## src/design/rf_defines.svh

```systemverilog
`ifndef RF_DEFINES_SVH
`define RF_DEFINES_SVH

// Datapath width in bits
`define RF_XLEN 32

// General registers including x0
`define RF_NUM_REGS 32

// CSR slot indices within the CSR rows
`define RF_CSR_MSCRATCH 2'd0
`define RF_CSR_MTVEC    2'd1
`define RF_CSR_MEPC     2'd2
`define RF_CSR_MTVAL    2'd3

// 36 rows of 16 two-bit words
`define RF_RAM_DEPTH 576

`endif

```

## src/design/core_pkg.sv

```systemverilog
package core_pkg;

   // Command opcodes matching the test vector encoding
   typedef enum logic [2:0] {
      LOAD = 3'd0,
      ADD  = 3'd1,
      SUB  = 3'd2,
      XOR  = 3'd3,
      AND  = 3'd4,
      CSRW = 3'd5,
      TRAP = 3'd6,
      MRET = 3'd7
   } alu_op_e;

   // Sequencer FSM
   typedef enum logic [2:0] {
      IDLE, REQ, STREAM, DRAIN, DONE
   } seq_state_e;

endpackage

```

## src/design/rf_pkg.sv

```systemverilog
package rf_pkg;

`include "rf_defines.svh"

   // Register number x0..x31
   typedef logic [$clog2(`RF_NUM_REGS)-1:0] reg_addr_t;

   // Selects one of the four machine CSRs
   typedef logic [1:0] csr_sel_t;

   // Six bit row then four bit slot
   typedef logic [$clog2(`RF_RAM_DEPTH)-1:0] ram_addr_t;

   // Two consecutive serial bits
   typedef logic [1:0] ram_word_t;

   // Position within a 32 bit serial word
   typedef logic [4:0] bit_cnt_t;

endpackage

```

## src/design/op_sequencer.sv

```systemverilog
`timescale 1ns/10ps
`include "rf_defines.svh"

module op_sequencer (
   input  logic                i_clk,
   input  logic                i_rst,
   input  logic                i_start,
   input  core_pkg::alu_op_e   i_op,
   input  rf_pkg::reg_addr_t   i_rd,
   input  logic [`RF_XLEN-1:0] i_imm,
   output logic                o_busy,
   output logic                o_done,
   output logic                o_rreq,
   input  logic                i_rgnt,
   output logic                o_wreq,
   output logic                o_active,
   output logic                o_first,
   output logic                o_imm_bit,
   output logic                o_rd_wen,
   output logic                o_csr_en,
   output logic                o_trap,
   output logic                o_mret,
   output core_pkg::alu_op_e   o_op
);

   localparam rf_pkg::bit_cnt_t LAST_BIT = rf_pkg::bit_cnt_t'(`RF_XLEN - 1);

   core_pkg::seq_state_e state;
   core_pkg::alu_op_e    op_r;
   logic                 rd_is_x0;
   logic [`RF_XLEN-1:0]  imm_r;
   rf_pkg::bit_cnt_t     cnt;

   assign o_busy   = (state != core_pkg::IDLE);
   assign o_done   = (state == core_pkg::DONE);
   assign o_rreq   = (state == core_pkg::REQ) && (cnt == 5'd0);
   assign o_active = (state == core_pkg::STREAM);
   assign o_first  = o_active && (cnt == 5'd0);

   // Write side is armed on the first stream cycle
   assign o_wreq    = o_first;
   assign o_imm_bit = imm_r[0];
   assign o_op      = op_r;

   assign o_trap   = o_busy && (op_r == core_pkg::TRAP);
   assign o_mret   = o_busy && (op_r == core_pkg::MRET);
   assign o_csr_en = o_busy && (op_r == core_pkg::CSRW);
   assign o_rd_wen = o_busy && !rd_is_x0 && !o_trap && !o_mret;

   always_ff @(posedge i_clk) begin
      if (i_rst) begin
         state <= core_pkg::IDLE;
         cnt   <= '0;
      end else begin
         cnt <= cnt + 5'd1;
         case (state)
            core_pkg::IDLE: begin
               if (i_start) begin
                  state <= core_pkg::REQ;
                  cnt   <= '0;
               end
            end
            core_pkg::REQ: begin
               if (i_rgnt) begin
                  state <= core_pkg::STREAM;
                  cnt   <= '0;
               end
            end
            core_pkg::STREAM: begin
               if (cnt == LAST_BIT) begin
                  state <= core_pkg::DRAIN;
                  cnt   <= '0;
               end
            end
            // Two cycles for the last write slots to land
            core_pkg::DRAIN: begin
               if (cnt == 5'd1) begin
                  state <= core_pkg::DONE;
               end
            end
            default: state <= core_pkg::IDLE;
         endcase
      end
   end

   // Command payload
   always_ff @(posedge i_clk) begin
      if (state == core_pkg::IDLE && i_start) begin
         op_r     <= i_op;
         rd_is_x0 <= (i_rd == '0);
         imm_r    <= i_imm;
      end else if (o_active) begin
         imm_r <= {1'b0, imm_r[`RF_XLEN-1:1]};
      end
   end

endmodule

```

## src/design/rf_mpram.sv

```systemverilog
`timescale 1ns/10ps
`include "rf_defines.svh"

module rf_mpram (
   input  logic              i_clk,
   input  logic              i_rst,
   input  logic              i_trap,
   input  logic              i_mret,
   input  logic              i_mepc,
   input  logic              i_mtval,
   input  logic              i_csr_en,
   input  rf_pkg::csr_sel_t  i_csr_sel,
   input  logic              i_csr,
   output logic              o_csr,
   output logic              o_csr_pc,
   input  logic              i_rd_wen,
   input  rf_pkg::reg_addr_t i_rd_waddr,
   input  logic              i_rd,
   input  logic              i_wreq,
   input  logic              i_rreq,
   output logic              o_rgnt,
   input  rf_pkg::reg_addr_t i_rs1_raddr,
   input  rf_pkg::reg_addr_t i_rs2_raddr,
   output logic              o_rs1,
   output logic              o_rs2
);

   // CSR rows sit at 32..35
   localparam logic [3:0] CSR_ROW = 4'b1000;

   rf_pkg::bit_cnt_t  wcnt;
   logic              wreq_r;
   logic              wgo;
   logic [3:0]        wslot;
   logic              wport;
   logic              wd0_in, wd0_d, wd0_r;
   logic              wd1_in, wd1_d, wd1_r, wd1_2r;
   logic [5:0]        wrow0, wrow1;
   rf_pkg::ram_addr_t waddr;
   rf_pkg::ram_word_t wdata;
   logic              wen;

   rf_pkg::bit_cnt_t  rcnt;
   logic              rreq_r;
   logic [3:0]        rslot;
   logic              rport;
   logic [5:0]        rrow0, rrow1;
   rf_pkg::ram_addr_t raddr;
   rf_pkg::ram_word_t rdata;
   rf_pkg::ram_word_t rdata0;
   logic              rdata1;

   // Write side
   // port 0 carries rd or mtval, port 1 carries the CSR or mepc
   assign wslot  = wcnt[4:1];
   assign wport  = wcnt[0];
   assign wd0_in = i_trap ? i_mtval : i_rd;
   assign wd1_in = i_trap ? i_mepc : i_csr;

   // Port 1 is one slot behind port 0, hence the extra stage
   assign wdata = wport ? {wd1_r, wd1_2r} : {wd0_d, wd0_r};

   assign wrow0 = i_trap ? {CSR_ROW, `RF_CSR_MTVAL} : {1'b0, i_rd_waddr};
   assign wrow1 = i_trap ? {CSR_ROW, `RF_CSR_MEPC} : {CSR_ROW, i_csr_sel};
   assign waddr = {(wport ? wrow1 : wrow0), wslot};
   assign wen   = wgo & (i_trap | (wport ? i_csr_en : i_rd_wen));

   always_ff @(posedge i_clk) begin
      wd0_d  <= wd0_in;
      wd0_r  <= wd0_d;
      wd1_d  <= wd1_in;
      wd1_r  <= wd1_d;
      wd1_2r <= wd1_r;
   end

   always_ff @(posedge i_clk) begin
      if (i_rst) begin
         wreq_r <= 1'b0;
         wgo    <= 1'b0;
         wcnt   <= '0;
      end else begin
         wreq_r <= i_wreq;
         if (wgo) begin
            wcnt <= wcnt + 5'd1;
         end
         // Stop after the last port 1 slot
         if (wgo && wcnt == 5'd31) begin
            wgo <= 1'b0;
         end else if (wreq_r) begin
            wgo <= 1'b1;
         end
      end
   end

   // Read side
   // port 0 is rs1, port 1 is rs2 or a CSR
   assign rslot = rcnt[4:1];
   assign rport = rcnt[0];
   assign rrow0 = {1'b0, i_rs1_raddr};
   assign rrow1 = i_trap   ? {CSR_ROW, `RF_CSR_MTVEC} :
                  i_mret   ? {CSR_ROW, `RF_CSR_MEPC} :
                  i_csr_en ? {CSR_ROW, i_csr_sel} :
                             {1'b0, i_rs2_raddr};
   assign raddr = {(rport ? rrow1 : rrow0), rslot};

   // Unpack the two-bit words back into aligned serial streams
   assign o_rs1 = rport ? rdata0[1] : rdata0[0];
   assign o_rs2 = rport ? rdata1 : rdata[0];

   assign o_csr    = o_rs2 & i_csr_en;
   assign o_csr_pc = o_rs2 & (i_trap | i_mret);

   always_ff @(posedge i_clk) begin
      if (i_rst) begin
         rreq_r <= 1'b0;
         o_rgnt <= 1'b0;
         rcnt   <= '0;
      end else begin
         rreq_r <= i_rreq;
         o_rgnt <= rreq_r;
         rcnt   <= i_rreq ? 5'd0 : rcnt + 5'd1;
      end
   end

   always_ff @(posedge i_clk) begin
      if (rport) begin
         rdata0 <= rdata;
      end else begin
         rdata1 <= rdata[1];
      end
   end

   rf_ram u_ram (
      .i_clk   (i_clk),
      .i_wen   (wen),
      .i_waddr (waddr),
      .i_wdata (wdata),
      .i_raddr (raddr),
      .o_rdata (rdata)
   );

endmodule

```

## src/design/rf_ram.sv

```systemverilog
`timescale 1ns/10ps
`include "rf_defines.svh"

module rf_ram (
   input  logic              i_clk,
   input  logic              i_wen,
   input  rf_pkg::ram_addr_t i_waddr,
   input  rf_pkg::ram_word_t i_wdata,
   input  rf_pkg::ram_addr_t i_raddr,
   output rf_pkg::ram_word_t o_rdata
);

   rf_pkg::ram_word_t mem [0:`RF_RAM_DEPTH-1];

   always @(posedge i_clk) begin
      if (i_wen) begin
         mem[i_waddr] <= i_wdata;
      end
      o_rdata <= mem[i_raddr];
   end

   // Start from all zero so x0 and the CSRs read as zero
   initial begin
      for (int i = 0; i < `RF_RAM_DEPTH; i++) begin
         mem[i] = '0;
      end
   end

endmodule

```

## src/design/serial_alu.sv

```systemverilog
`timescale 1ns/10ps
`include "rf_defines.svh"

module serial_alu (
   input  logic                i_clk,
   input  logic                i_rst,
   input  core_pkg::alu_op_e   i_op,
   input  logic                i_active,
   input  logic                i_first,
   input  logic                i_rs1,
   input  logic                i_rs2,
   input  logic                i_csr_old,
   input  logic                i_imm_bit,
   output logic                o_rd_bit,
   output logic                o_csr_bit,
   output logic [`RF_XLEN-1:0] o_result
);

   logic                is_sub;
   logic                carry_r;
   logic                carry_in;
   logic                op_b;
   logic                sum;
   logic                carry_out;
   logic                cap_bit;
   logic [`RF_XLEN-1:0] shreg;
   logic                act_d1, act_d2;

   // Subtract is rs1 + ~rs2 + 1
   assign is_sub    = (i_op == core_pkg::SUB);
   assign carry_in  = i_first ? is_sub : carry_r;
   assign op_b      = is_sub ? ~i_rs2 : i_rs2;
   assign sum       = i_rs1 ^ op_b ^ carry_in;
   assign carry_out = (i_rs1 & op_b) | (carry_in & (i_rs1 ^ op_b));

   always_comb begin
      case (i_op)
         core_pkg::LOAD: o_rd_bit = i_imm_bit;
         core_pkg::ADD,
         core_pkg::SUB:  o_rd_bit = sum;
         core_pkg::XOR:  o_rd_bit = i_rs1 ^ i_rs2;
         core_pkg::AND:  o_rd_bit = i_rs1 & i_rs2;
         core_pkg::CSRW: o_rd_bit = i_csr_old;
         default:        o_rd_bit = 1'b0;
      endcase
   end

   // New CSR value comes straight from rs1
   assign o_csr_bit = i_rs1;

   // Trap and mret report the CSR they read
   assign cap_bit = (i_op == core_pkg::TRAP || i_op == core_pkg::MRET) ? i_csr_old : o_rd_bit;

   always_ff @(posedge i_clk) begin
      if (i_rst) begin
         carry_r <= 1'b0;
         act_d1  <= 1'b0;
         act_d2  <= 1'b0;
      end else begin
         if (i_active) begin
            carry_r <= carry_out;
         end
         act_d1 <= i_active;
         act_d2 <= act_d1;
      end
   end

   // LSB first, so after 32 shifts bit 0 lands at the bottom
   always_ff @(posedge i_clk) begin
      if (i_active) begin
         shreg <= {cap_bit, shreg[`RF_XLEN-1:1]};
      end
      // Publish once the write drain is under way
      if (act_d2 && !act_d1) begin
         o_result <= shreg;
      end
   end

endmodule

```

## src/design/serial_regfile_top.sv

```systemverilog
`timescale 1ns/10ps
`include "rf_defines.svh"

module serial_regfile_top (
   input  logic                i_clk,
   input  logic                i_rst,
   input  logic                i_start,
   input  core_pkg::alu_op_e   i_op,
   input  rf_pkg::reg_addr_t   i_rd,
   input  rf_pkg::reg_addr_t   i_rs1,
   input  rf_pkg::reg_addr_t   i_rs2,
   input  rf_pkg::csr_sel_t    i_csr_sel,
   input  logic [`RF_XLEN-1:0] i_imm,
   output logic                o_busy,
   output logic                o_done,
   output logic [`RF_XLEN-1:0] o_result
);

   rf_pkg::reg_addr_t rd_r, rs1_r, rs2_r;
   rf_pkg::csr_sel_t  csr_sel_r;
   logic              accept;

   logic              rreq, rgnt, wreq;
   logic              active, first, imm_bit;
   logic              rd_wen, csr_en, trap, mret;
   core_pkg::alu_op_e op;
   logic              rs1_bit, rs2_bit;
   logic              csr_rd_bit, csr_pc_bit, csr_old_bit;
   logic              rd_bit, csr_wr_bit;

   assign accept = i_start && !o_busy;

   // Addresses must stay stable for the whole command
   always_ff @(posedge i_clk) begin
      if (accept) begin
         rd_r      <= i_rd;
         rs1_r     <= i_rs1;
         rs2_r     <= i_rs2;
         csr_sel_r <= i_csr_sel;
      end
   end

   // At most one of the two CSR streams is live at a time
   assign csr_old_bit = csr_rd_bit | csr_pc_bit;

   op_sequencer u_seq (
      .i_clk     (i_clk),
      .i_rst     (i_rst),
      .i_start   (i_start),
      .i_op      (i_op),
      .i_rd      (i_rd),
      .i_imm     (i_imm),
      .o_busy    (o_busy),
      .o_done    (o_done),
      .o_rreq    (rreq),
      .i_rgnt    (rgnt),
      .o_wreq    (wreq),
      .o_active  (active),
      .o_first   (first),
      .o_imm_bit (imm_bit),
      .o_rd_wen  (rd_wen),
      .o_csr_en  (csr_en),
      .o_trap    (trap),
      .o_mret    (mret),
      .o_op      (op)
   );

   serial_alu u_alu (
      .i_clk     (i_clk),
      .i_rst     (i_rst),
      .i_op      (op),
      .i_active  (active),
      .i_first   (first),
      .i_rs1     (rs1_bit),
      .i_rs2     (rs2_bit),
      .i_csr_old (csr_old_bit),
      .i_imm_bit (imm_bit),
      .o_rd_bit  (rd_bit),
      .o_csr_bit (csr_wr_bit),
      .o_result  (o_result)
   );

   // Trap saves the immediate as mepc and rs1 as mtval
   rf_mpram u_rf (
      .i_clk       (i_clk),
      .i_rst       (i_rst),
      .i_trap      (trap),
      .i_mret      (mret),
      .i_mepc      (imm_bit),
      .i_mtval     (rs1_bit),
      .i_csr_en    (csr_en),
      .i_csr_sel   (csr_sel_r),
      .i_csr       (csr_wr_bit),
      .o_csr       (csr_rd_bit),
      .o_csr_pc    (csr_pc_bit),
      .i_rd_wen    (rd_wen),
      .i_rd_waddr  (rd_r),
      .i_rd        (rd_bit),
      .i_wreq      (wreq),
      .i_rreq      (rreq),
      .o_rgnt      (rgnt),
      .i_rs1_raddr (rs1_r),
      .i_rs2_raddr (rs2_r),
      .o_rs1       (rs1_bit),
      .o_rs2       (rs2_bit)
   );

endmodule

```

## config.mk

```make
export PLATFORM = sky130hd
export DESIGN_NAME = serial_regfile_top
export DESIGN_NICKNAME = d
export VERILOG_FILES = /design/src/design/core_pkg.sv /design/src/design/rf_pkg.sv /design/src/design/op_sequencer.sv /design/src/design/rf_mpram.sv /design/src/design/rf_ram.sv /design/src/design/serial_alu.sv /design/src/design/serial_regfile_top.sv
export VERILOG_INCLUDE_DIRS = /design/src /design/src/design
export SDC_FILE = /design/constraint.sdc
export NUM_CORES = 1
export LEC_CHECK = 0
export BUFFER_PORTS_ARGS = -buffer_cell sky130_fd_sc_hd__buf_2
export CAP_MARGIN = 10
export CORE_MARGIN = 2
export CORE_UTILIZATION = 50
export CTS_BUF_LIST = sky130_fd_sc_hd__clkbuf_16
export CTS_CLUSTER_SIZE = 12
export DETAILED_ROUTE_END_ITERATION = 10
export PLACE_DENSITY = 0.76
export SLEW_MARGIN = 20
export SYNTH_ARGS = -nofsm -noshare
export SYNTH_HDL_FRONTEND = slang
export SYNTH_HIERARCHICAL = 1
export SYNTH_SLANG_ARGS = --single-unit
```

## constraint.sdc

```tcl
create_clock -name i_clk -period 5.07 [get_ports i_clk]
set_input_delay 0.2535 -clock i_clk [delete_from_list [all_inputs] [get_ports i_clk]]
set_output_delay 0.2535 -clock i_clk [all_outputs]
set_load 0.02 [all_outputs]
```

# ---- Word level (Yosys, flattened, before mapping)
# Memory sizes are Yosys's and may differ from the RTL's. A register that Yosys moved wholly into a read port is not among the register bits.
# Index checks and enable logic that the tools add are counted.
# W data, S select, Z words.
dict set report word_totals {
  inputBits 55
  ram_bits 1152
  out_inout_bits 34
  memories 1
  word_cells 121
  regBits 150
}
dict set report classes {
  eq_ne 18
  n_reduce_logical 28
  mux 30
  bitwise_logic 14
  addsub 3
}
# memory words width read_ports rd_clocked_by_memory_dff write_ports line_no
set memory_table {}
lappend memory_table {u_rf.u_ram.mem 576 2 1 1 1 rf_ram.sv:13} ;# rf_pkg::ram_word_t mem [0:`RF_RAM_DEPTH-1];
# op count
set ops {}
lappend ops {{$mux W32} 2}
lappend ops {{$mux W6} 6}
lappend ops {{$add A5 B1 Y5 const B} 3}
lappend ops {{$eq A3 B3 Y1 const B} 5}
lappend ops {{$mux W5} 3}
lappend ops {{$pmux W5 S3} 1}
lappend ops {{$eq A3 B2 Y1 const B} 4}
lappend ops {{$logic_and A1 B1 Y1} 12}
lappend ops {{$mux W3} 4}
lappend ops {{$pmux W3 S4} 1}
lappend ops {{$eq A5 B5 Y1 const B} 2}
lappend ops {{$logic_not A5 Y1} 2}
lappend ops {{$mux W1} 10}
lappend ops {{$and A1 B1 Y1} 6}
lappend ops {{$eq A3 B1 Y1 const B} 2}
lappend ops {{$logic_not A3 Y1} 2}
lappend ops {{$reduce_or A2 Y1} 3}
lappend ops {{$eq A5 B1 Y1 const B} 1}
lappend ops {{$logic_not A1 Y1} 5}
lappend ops {{$pmux W1 S5} 1}
lappend ops {{$mux W2} 2}
lappend ops {{$ne A2 B1 Y1 const B} 2}
lappend ops {{$ne A2 B2 Y1 const B} 2}
lappend ops {{$or A1 B1 Y1} 4}
lappend ops {{other kinds (6)} 8}

# ---- Longest topological paths before layout
dict set report logic_depth {
  word_depth 10
  mapped_depth 17
  depth_no_buf 13
}

# ---- Modules after synthesis
# The synthesis kept the hierarchy.
# mod n_inst cells_each area_each_um2 seq_area_each_um2
set modules_own_cells {}
lappend modules_own_cells {rf_ram 1 2683 47282.8 34633.2}
lappend modules_own_cells {serial_alu 1 92 2170.8 1981.9}
lappend modules_own_cells {op_sequencer 1 137 2097.0 1241.2}
lappend modules_own_cells {rf_mpram 1 101 1047.3 470.5}
lappend modules_own_cells {serial_regfile_top 1 19 523.0 510.5}

# ---- Worst setup path before layout
# No wires, ideal clock.
dict set report synth_timing {
  path_type {reg2reg}
  from {reg u_rf.wcnt[0]}
  to {mem u_rf/u_ram/mem[0][0] (netlist name) (data pin)}
  t_arrival_ns 4.417
  synth_period_minus_slack_ns 5.418
  setup_ns 1.002
  path_buffers 1
  slack_ns -0.348
  required_time_ns 4.068
  path_stages_with_launch 3
  path_cell_list {dfxtp_1 -> buf_6 -> mux2_2}
}
dict set report synth_via {
  elab_chain_len 1
}
# item line_no
set synth_rtl {}
lappend synth_rtl {{from (decl)} rf_mpram.sv:31} ;# rf_pkg::bit_cnt_t wcnt;
lappend synth_rtl {{from (signal assigned)} rf_mpram.sv:84} ;# wcnt <= wcnt + 5'd1;
lappend synth_rtl {{$mux W2} rf_mpram.sv:61} ;# assign wdata = wport ? {wd1_r, wd1_2r} : {wd0_d, wd0_r};
lappend synth_rtl {{via u_rf.wdata[0]} rf_mpram.sv:40} ;# rf_pkg::ram_word_t wdata;
lappend synth_rtl {{to (decl)} rf_ram.sv:13}
# The timed path passes the listed nets, and every way through them passes these cells.

# ---- Worst setup path in the final report
dict set report layout_timing {
  from {reg u_seq.state[1]}
  to {reg u_rf.u_ram.o_rdata[0], read port of u_rf.u_ram.mem}
}
dict set report layout_via {
  word_cells_on_any_way 8
  classes_between {mux (4); reduce/logical (4)}
}
# item line_no
set layout_rtl {}
lappend layout_rtl {{from (decl)} op_sequencer.sv:28} ;# core_pkg::seq_state_e state;
lappend layout_rtl {{from (signal assigned)} op_sequencer.sv:52} ;# state <= core_pkg::IDLE;
lappend layout_rtl {{from (signal assigned)} op_sequencer.sv:59} ;# state <= core_pkg::REQ;
lappend layout_rtl {{from (signal assigned)} op_sequencer.sv:65} ;# state <= core_pkg::STREAM;
lappend layout_rtl {{$reduce_bool A3 Y1} op_sequencer.sv:34} ;# assign o_busy = (state != core_pkg::IDLE);
lappend layout_rtl {{$logic_and A1 B1 Y1} op_sequencer.sv:45} ;# assign o_trap = o_busy && (op_r == core_pkg::TRAP);
lappend layout_rtl {{via trap} serial_regfile_top.sv:25} ;# logic rd_wen, csr_en, trap, mret;
lappend layout_rtl {{$mux W6} rf_mpram.sv:100} ;# assign rrow1 = i_trap ? {CSR_ROW, `RF_CSR_MTVEC} :
lappend layout_rtl {{$mux W6} rf_mpram.sv:104} ;# assign raddr = {(rport ? rrow1 : rrow0), rslot};
lappend layout_rtl {{via u_rf.raddr[5]} rf_mpram.sv:48} ;# rf_pkg::ram_addr_t raddr;
lappend layout_rtl {{to (decl)} rf_ram.sv:10} ;# output rf_pkg::ram_word_t o_rdata
# The timed path passes the listed nets, and every way through them passes these cells.
# A chain may end at the register's enable or synchronous reset.

==> flow_metrics.tcl <==
set metrics [dict create \
    grt_antenna_before_repair 1 \
    portBuffers 88 \
    post_layout_nonfiller_instances 4669 \
    timing.slew.headroom 0.266 \
    synth-simple-area-share 0.0739 \
    power_frac_clock 0.368 \
    overall_power_mw 24.5 \
    synthAdderAreaFrac 0.00226 \
    synthesis.area_sq_um 53100 \
    dpl.hpwl_um 78200 \
    wl_um 131000 \
    skew_ns 0.0280 \
    crit_arrival_ns 4.96 \
    run_status "completed" \
    crit_type "register to register" \
    largest_family_of_logic_cells_by_synthesized_area "multiplexers" \
    synthMuxAreaShare 0.148 \
    tritoncts_num_sinks 1304 \
    cts.path.max_buffers 3 \
    grt_pass1_wl_um 192000 \
    power_frac_comb 0.106 \
    floorplan.die.width_um 330 \
    rr_endpoint "u_rf/u_ram/o_rdata[0]" \
    synth_area_per_cell_sq_um 17.5 \
    endpoint_kind "register" \
    cp.required_ns 5.72 \
    initial_utilization 0.505 \
    post_synthesis_to_final_layout_area_growth_pct 12.3 \
    critical_path_peak_fanout 29 \
    final-hold-violation-count 0 \
    start_kind "register" \
    clock_tree.htree_level_count 4 \
    initialDrtViolationCount 4267 \
    post_drt_wl_per_cell_um 28.0 \
    power_switching_mw 5.75 \
    post_route_cells_drive_above_1_share 0.218 \
    reg2reg_setup_slack_ns 0.76 \
    detail_route.first_pass.iterations 5 \
    die_area_sq_um 109000 \
    critical_path_endpoint "u_rf/u_ram/o_rdata[0]" \
    avgViaCountPerCell 6.26 \
    type_of_the_tightest_min_delay_check "input pin to register" \
    cap_viol_max_count 0 \
    stdcell_area_sq_um 59700 \
    regToRegStartpoint "u_seq/state[1]" \
    critPathLaunch "u_seq/state[1]" \
    final_cell_mix "1,272 x sky130_fd_sc_hd__edfxtp_1, 617 x sky130_fd_sc_hd__nor2_1, 284 x sky130_fd_sc_hd__mux4_2" \
    std_cell_rows 119 \
    cts_made_buffers 135 \
    mappedNetlistNets 3096 \
    final_min_period_over_clock_period 0.851 \
    synth_cells 3032 \
    synth_edf_count 1272 \
    placed_instance_area_sq_um 55200 \
    power_density_nw_per_um2 410 \
    yosys_most_used_dff "sky130_fd_sc_hd__edfxtp_1" \
    unrepaired_setup_endpoints_after_global_routing "no" \
    fp.coreArea_sq_um 105000 \
    pin_count_of_the_biggest_net_entering_global_routing 185 \
    insertion_delay_of_the_later_clocked_pin_in_the_worst_skew_pair_ns 0.74 \
    io-pin-count 89 \
    ctsRootBufferMaster "sky130_fd_sc_hd__clkbuf_16" \
    timing.fmax_mhz 232 \
    drv_slew 0 \
    share_of_the_synthesized_netlist_area_taken_by_xor_and_xnor_gates 0.000824 \
    finalWeightedCongestion 0.919 \
    worst_hold_slack_ns 0.229 \
    detail_route.drc_violations 0 \
    sequentialPowerShare 0.526 \
    report.final.setup_viol 0 \
    synth-async-reset-ratio 0 \
    route.vias.total 29221 \
    placedCellCount 4399 \
    total_track_usage 0.242 \
    ys_seq_area_frac 0.731 \
    timing.final.crit_period_ns 4.31 \
    tritoncts "done" \
    total_leakage_power_nw 18.5 \
    gr-total-overflow 0 \
    vdd_drop_max_mv 0.267 \
    antenna_violating_nets_post_route 0 \
    swShare 0.235 \
    synth_cell_types 81 \
    worst-r2r-cell-count 14 \
    synth.ff_latch_count 1304 \
    insertedDiodeCount 0 \
    dieHeight_um 330 \
    intPower_mw 18.7 \
    grt_pass1_vias 29514 \
    final.fill_count 7664 \
    utilization 0.567 \
    final_common_cell "sky130_fd_sc_hd__edfxtp_1" \
    synth-compound-area-share 0.0211 \
    postCtsSetupBuffers 0 \
    worst-slew-pin-transition_ns 1.10 \
    clk_pin_slew_ns 0.06 \
    synth_warnings 6 \
    nets 3264 \
]
-- through the flow --
step           worst slack (ns)  setup TNS, ns
2_1_floorplan            -0.348        -400.59
3_3_place_gp              0.893              0
3_5_place_dp              0.908              0
4_1_cts                   0.894              0
5_1_grt                   0.583              0
6_report                  0.757              0
-- cell type report --
| cell class | count | area [sq um] | share of cell area |
|---|---|---|---|
| Clock inverter | 76 | 458 | 0.00767 |
| Clock buffer | 139 | 3480 | 0.0583 |
| Tap cell | 1391 | 1740 | 0.0292 |
| Multi-Input combinational cell | 1496 | 13100 | 0.220 |
| Sequential cell | 1304 | 38800 | 0.651 |
| Inverter | 16 | 60.1 | 0.00101 |
| Timing Repair Buffer | 247 | 1950 | 0.0326 |
-- layer usage --
layer / up-vias / GRT usage / part of all wire
met3: 375 / 0.0554 / 0.11
met4: 2 / 0.116 / 0.053
li1: 12117 / - / -
met2: 1758 / 0.382 / 0.47
met5: - / 0 / 0.00011
met1: 14969 / 0.322 / 0.36
-- critical path, stage by stage, from the launching register on --
cell                       delay (ns)
sky130_fd_sc_hd__dfxtp_1         0.54
sky130_fd_sc_hd__nor3_4          0.11
sky130_fd_sc_hd__inv_1           0.14
sky130_fd_sc_hd__nand3_1         0.12
sky130_fd_sc_hd__nor2_1          0.52
sky130_fd_sc_hd__nand2_1         0.23
sky130_fd_sc_hd__o221a_2         0.42
sky130_fd_sc_hd__buf_4           0.31
sky130_fd_sc_hd__nor2_1          0.67
sky130_fd_sc_hd__o221ai_1        0.27
sky130_fd_sc_hd__a21oi_1         0.29
sky130_fd_sc_hd__a21oi_1         0.10
sky130_fd_sc_hd__a21oi_1         0.22
sky130_fd_sc_hd__nor4_1          0.09
sky130_fd_sc_hd__nor3_1          0.16
-- repair_timing --
action	in CTS	in global routing
resized for setup	0	0
endpoints found under the hold margin	63	0
setup endpoints to repair	0	0
hold buffers	55	0
-- worst min path at each step --
stage / cells past startpoint / slack, ns / start / end
final: 2 / 0.23 / i_rs2[4] / rs2_r[4]
after global routing: 2 / 0.23 / i_rs1[4] / rs1_r[4]
after CTS: 2 / 0.19 / i_rs2[4] / rs2_r[4]
after detailed placement: 0 / 0.32 / u_rf/wd1_d / u_rf/wd1_r
after global placement: 0 / 0.31 / u_rf/wd1_d / u_rf/wd1_r
after floorplan: 0 / 0.31 / u_rf/wd1_d / u_rf/wd1_r
-- power by group through the flow --
stage	clock (mW)	sequential, mW	combinational, mW
finish	8.99	12.9	2.60
CTS	9.11	12.9	2.57
global placement	0	13.1	2.50
detailed placement	0	13.1	2.52
floorplan	0	13.3	1.69
global route	9.51	12.9	2.76
-- sequential cells by signal, indices dropped and copies added (netlist names), 2 cells and up --
register,flops
csr_sel_r,2
rd_r,5
rs1_r,5
rs2_r,5
u_alu/o_result,32
u_alu/shreg,32
u_rf/rcnt,5
u_rf/rdata0,2
u_rf/u_ram/mem,1152
u_rf/u_ram/o_rdata,2
u_rf/wcnt,5
u_seq/cnt,5
u_seq/imm_r,32
u_seq/o_op,3
u_seq/state,3
-- synthesized netlist by cell type, types with 10 or more instances --
master / instances / area share
sky130_fd_sc_hd__buf_6: 23 / 0.0049
sky130_fd_sc_hd__nand2_1: 96 / 0.0068
sky130_fd_sc_hd__mux2_2: 22 / 0.0047
sky130_fd_sc_hd__nor2b_1: 36 / 0.0042
sky130_fd_sc_hd__nand3_1: 59 / 0.0056
sky130_fd_sc_hd__buf_2: 32 / 0.0030
sky130_fd_sc_hd__nor2_1: 617 / 0.044
sky130_fd_sc_hd__a22oi_1: 31 / 0.0044
sky130_fd_sc_hd__inv_1: 15 / 0.0011
sky130_fd_sc_hd__a21oi_1: 18 / 0.0017
sky130_fd_sc_hd__buf_4: 19 / 0.0027
sky130_fd_sc_hd__clkbuf_1: 114 / 0.0081
sky130_fd_sc_hd__nand2b_1: 15 / 0.0018
sky130_fd_sc_hd__o22ai_1: 17 / 0.0020
sky130_fd_sc_hd__edfxtp_1: 1272 / 0.72
sky130_fd_sc_hd__buf_1: 23 / 0.0016
sky130_fd_sc_hd__dfxtp_1: 32 / 0.012
sky130_fd_sc_hd__mux2i_1: 73 / 0.014
sky130_fd_sc_hd__nor3b_1: 12 / 0.0017
sky130_fd_sc_hd__nor3_1: 26 / 0.0024
sky130_fd_sc_hd__nand4_1: 16 / 0.0019
sky130_fd_sc_hd__a211oi_1: 11 / 0.0016
sky130_fd_sc_hd__and2_1: 10 / 0.0012
sky130_fd_sc_hd__o21ai_0: 12 / 0.0011
sky130_fd_sc_hd__mux2_4: 29 / 0.0082
sky130_fd_sc_hd__mux4_2: 284 / 0.12
-- cell families after synthesis --
group                      after synthesis
AOI/OAI and AO/OA                      152
buffers and inverters                  232
muxes                                  411
xor gates and xnor gates                 5
DFF                                   1304
and+or+nand+nor                        919
adders and majority gates                9
No activity file was read; power rests on OpenSTA's default activity.
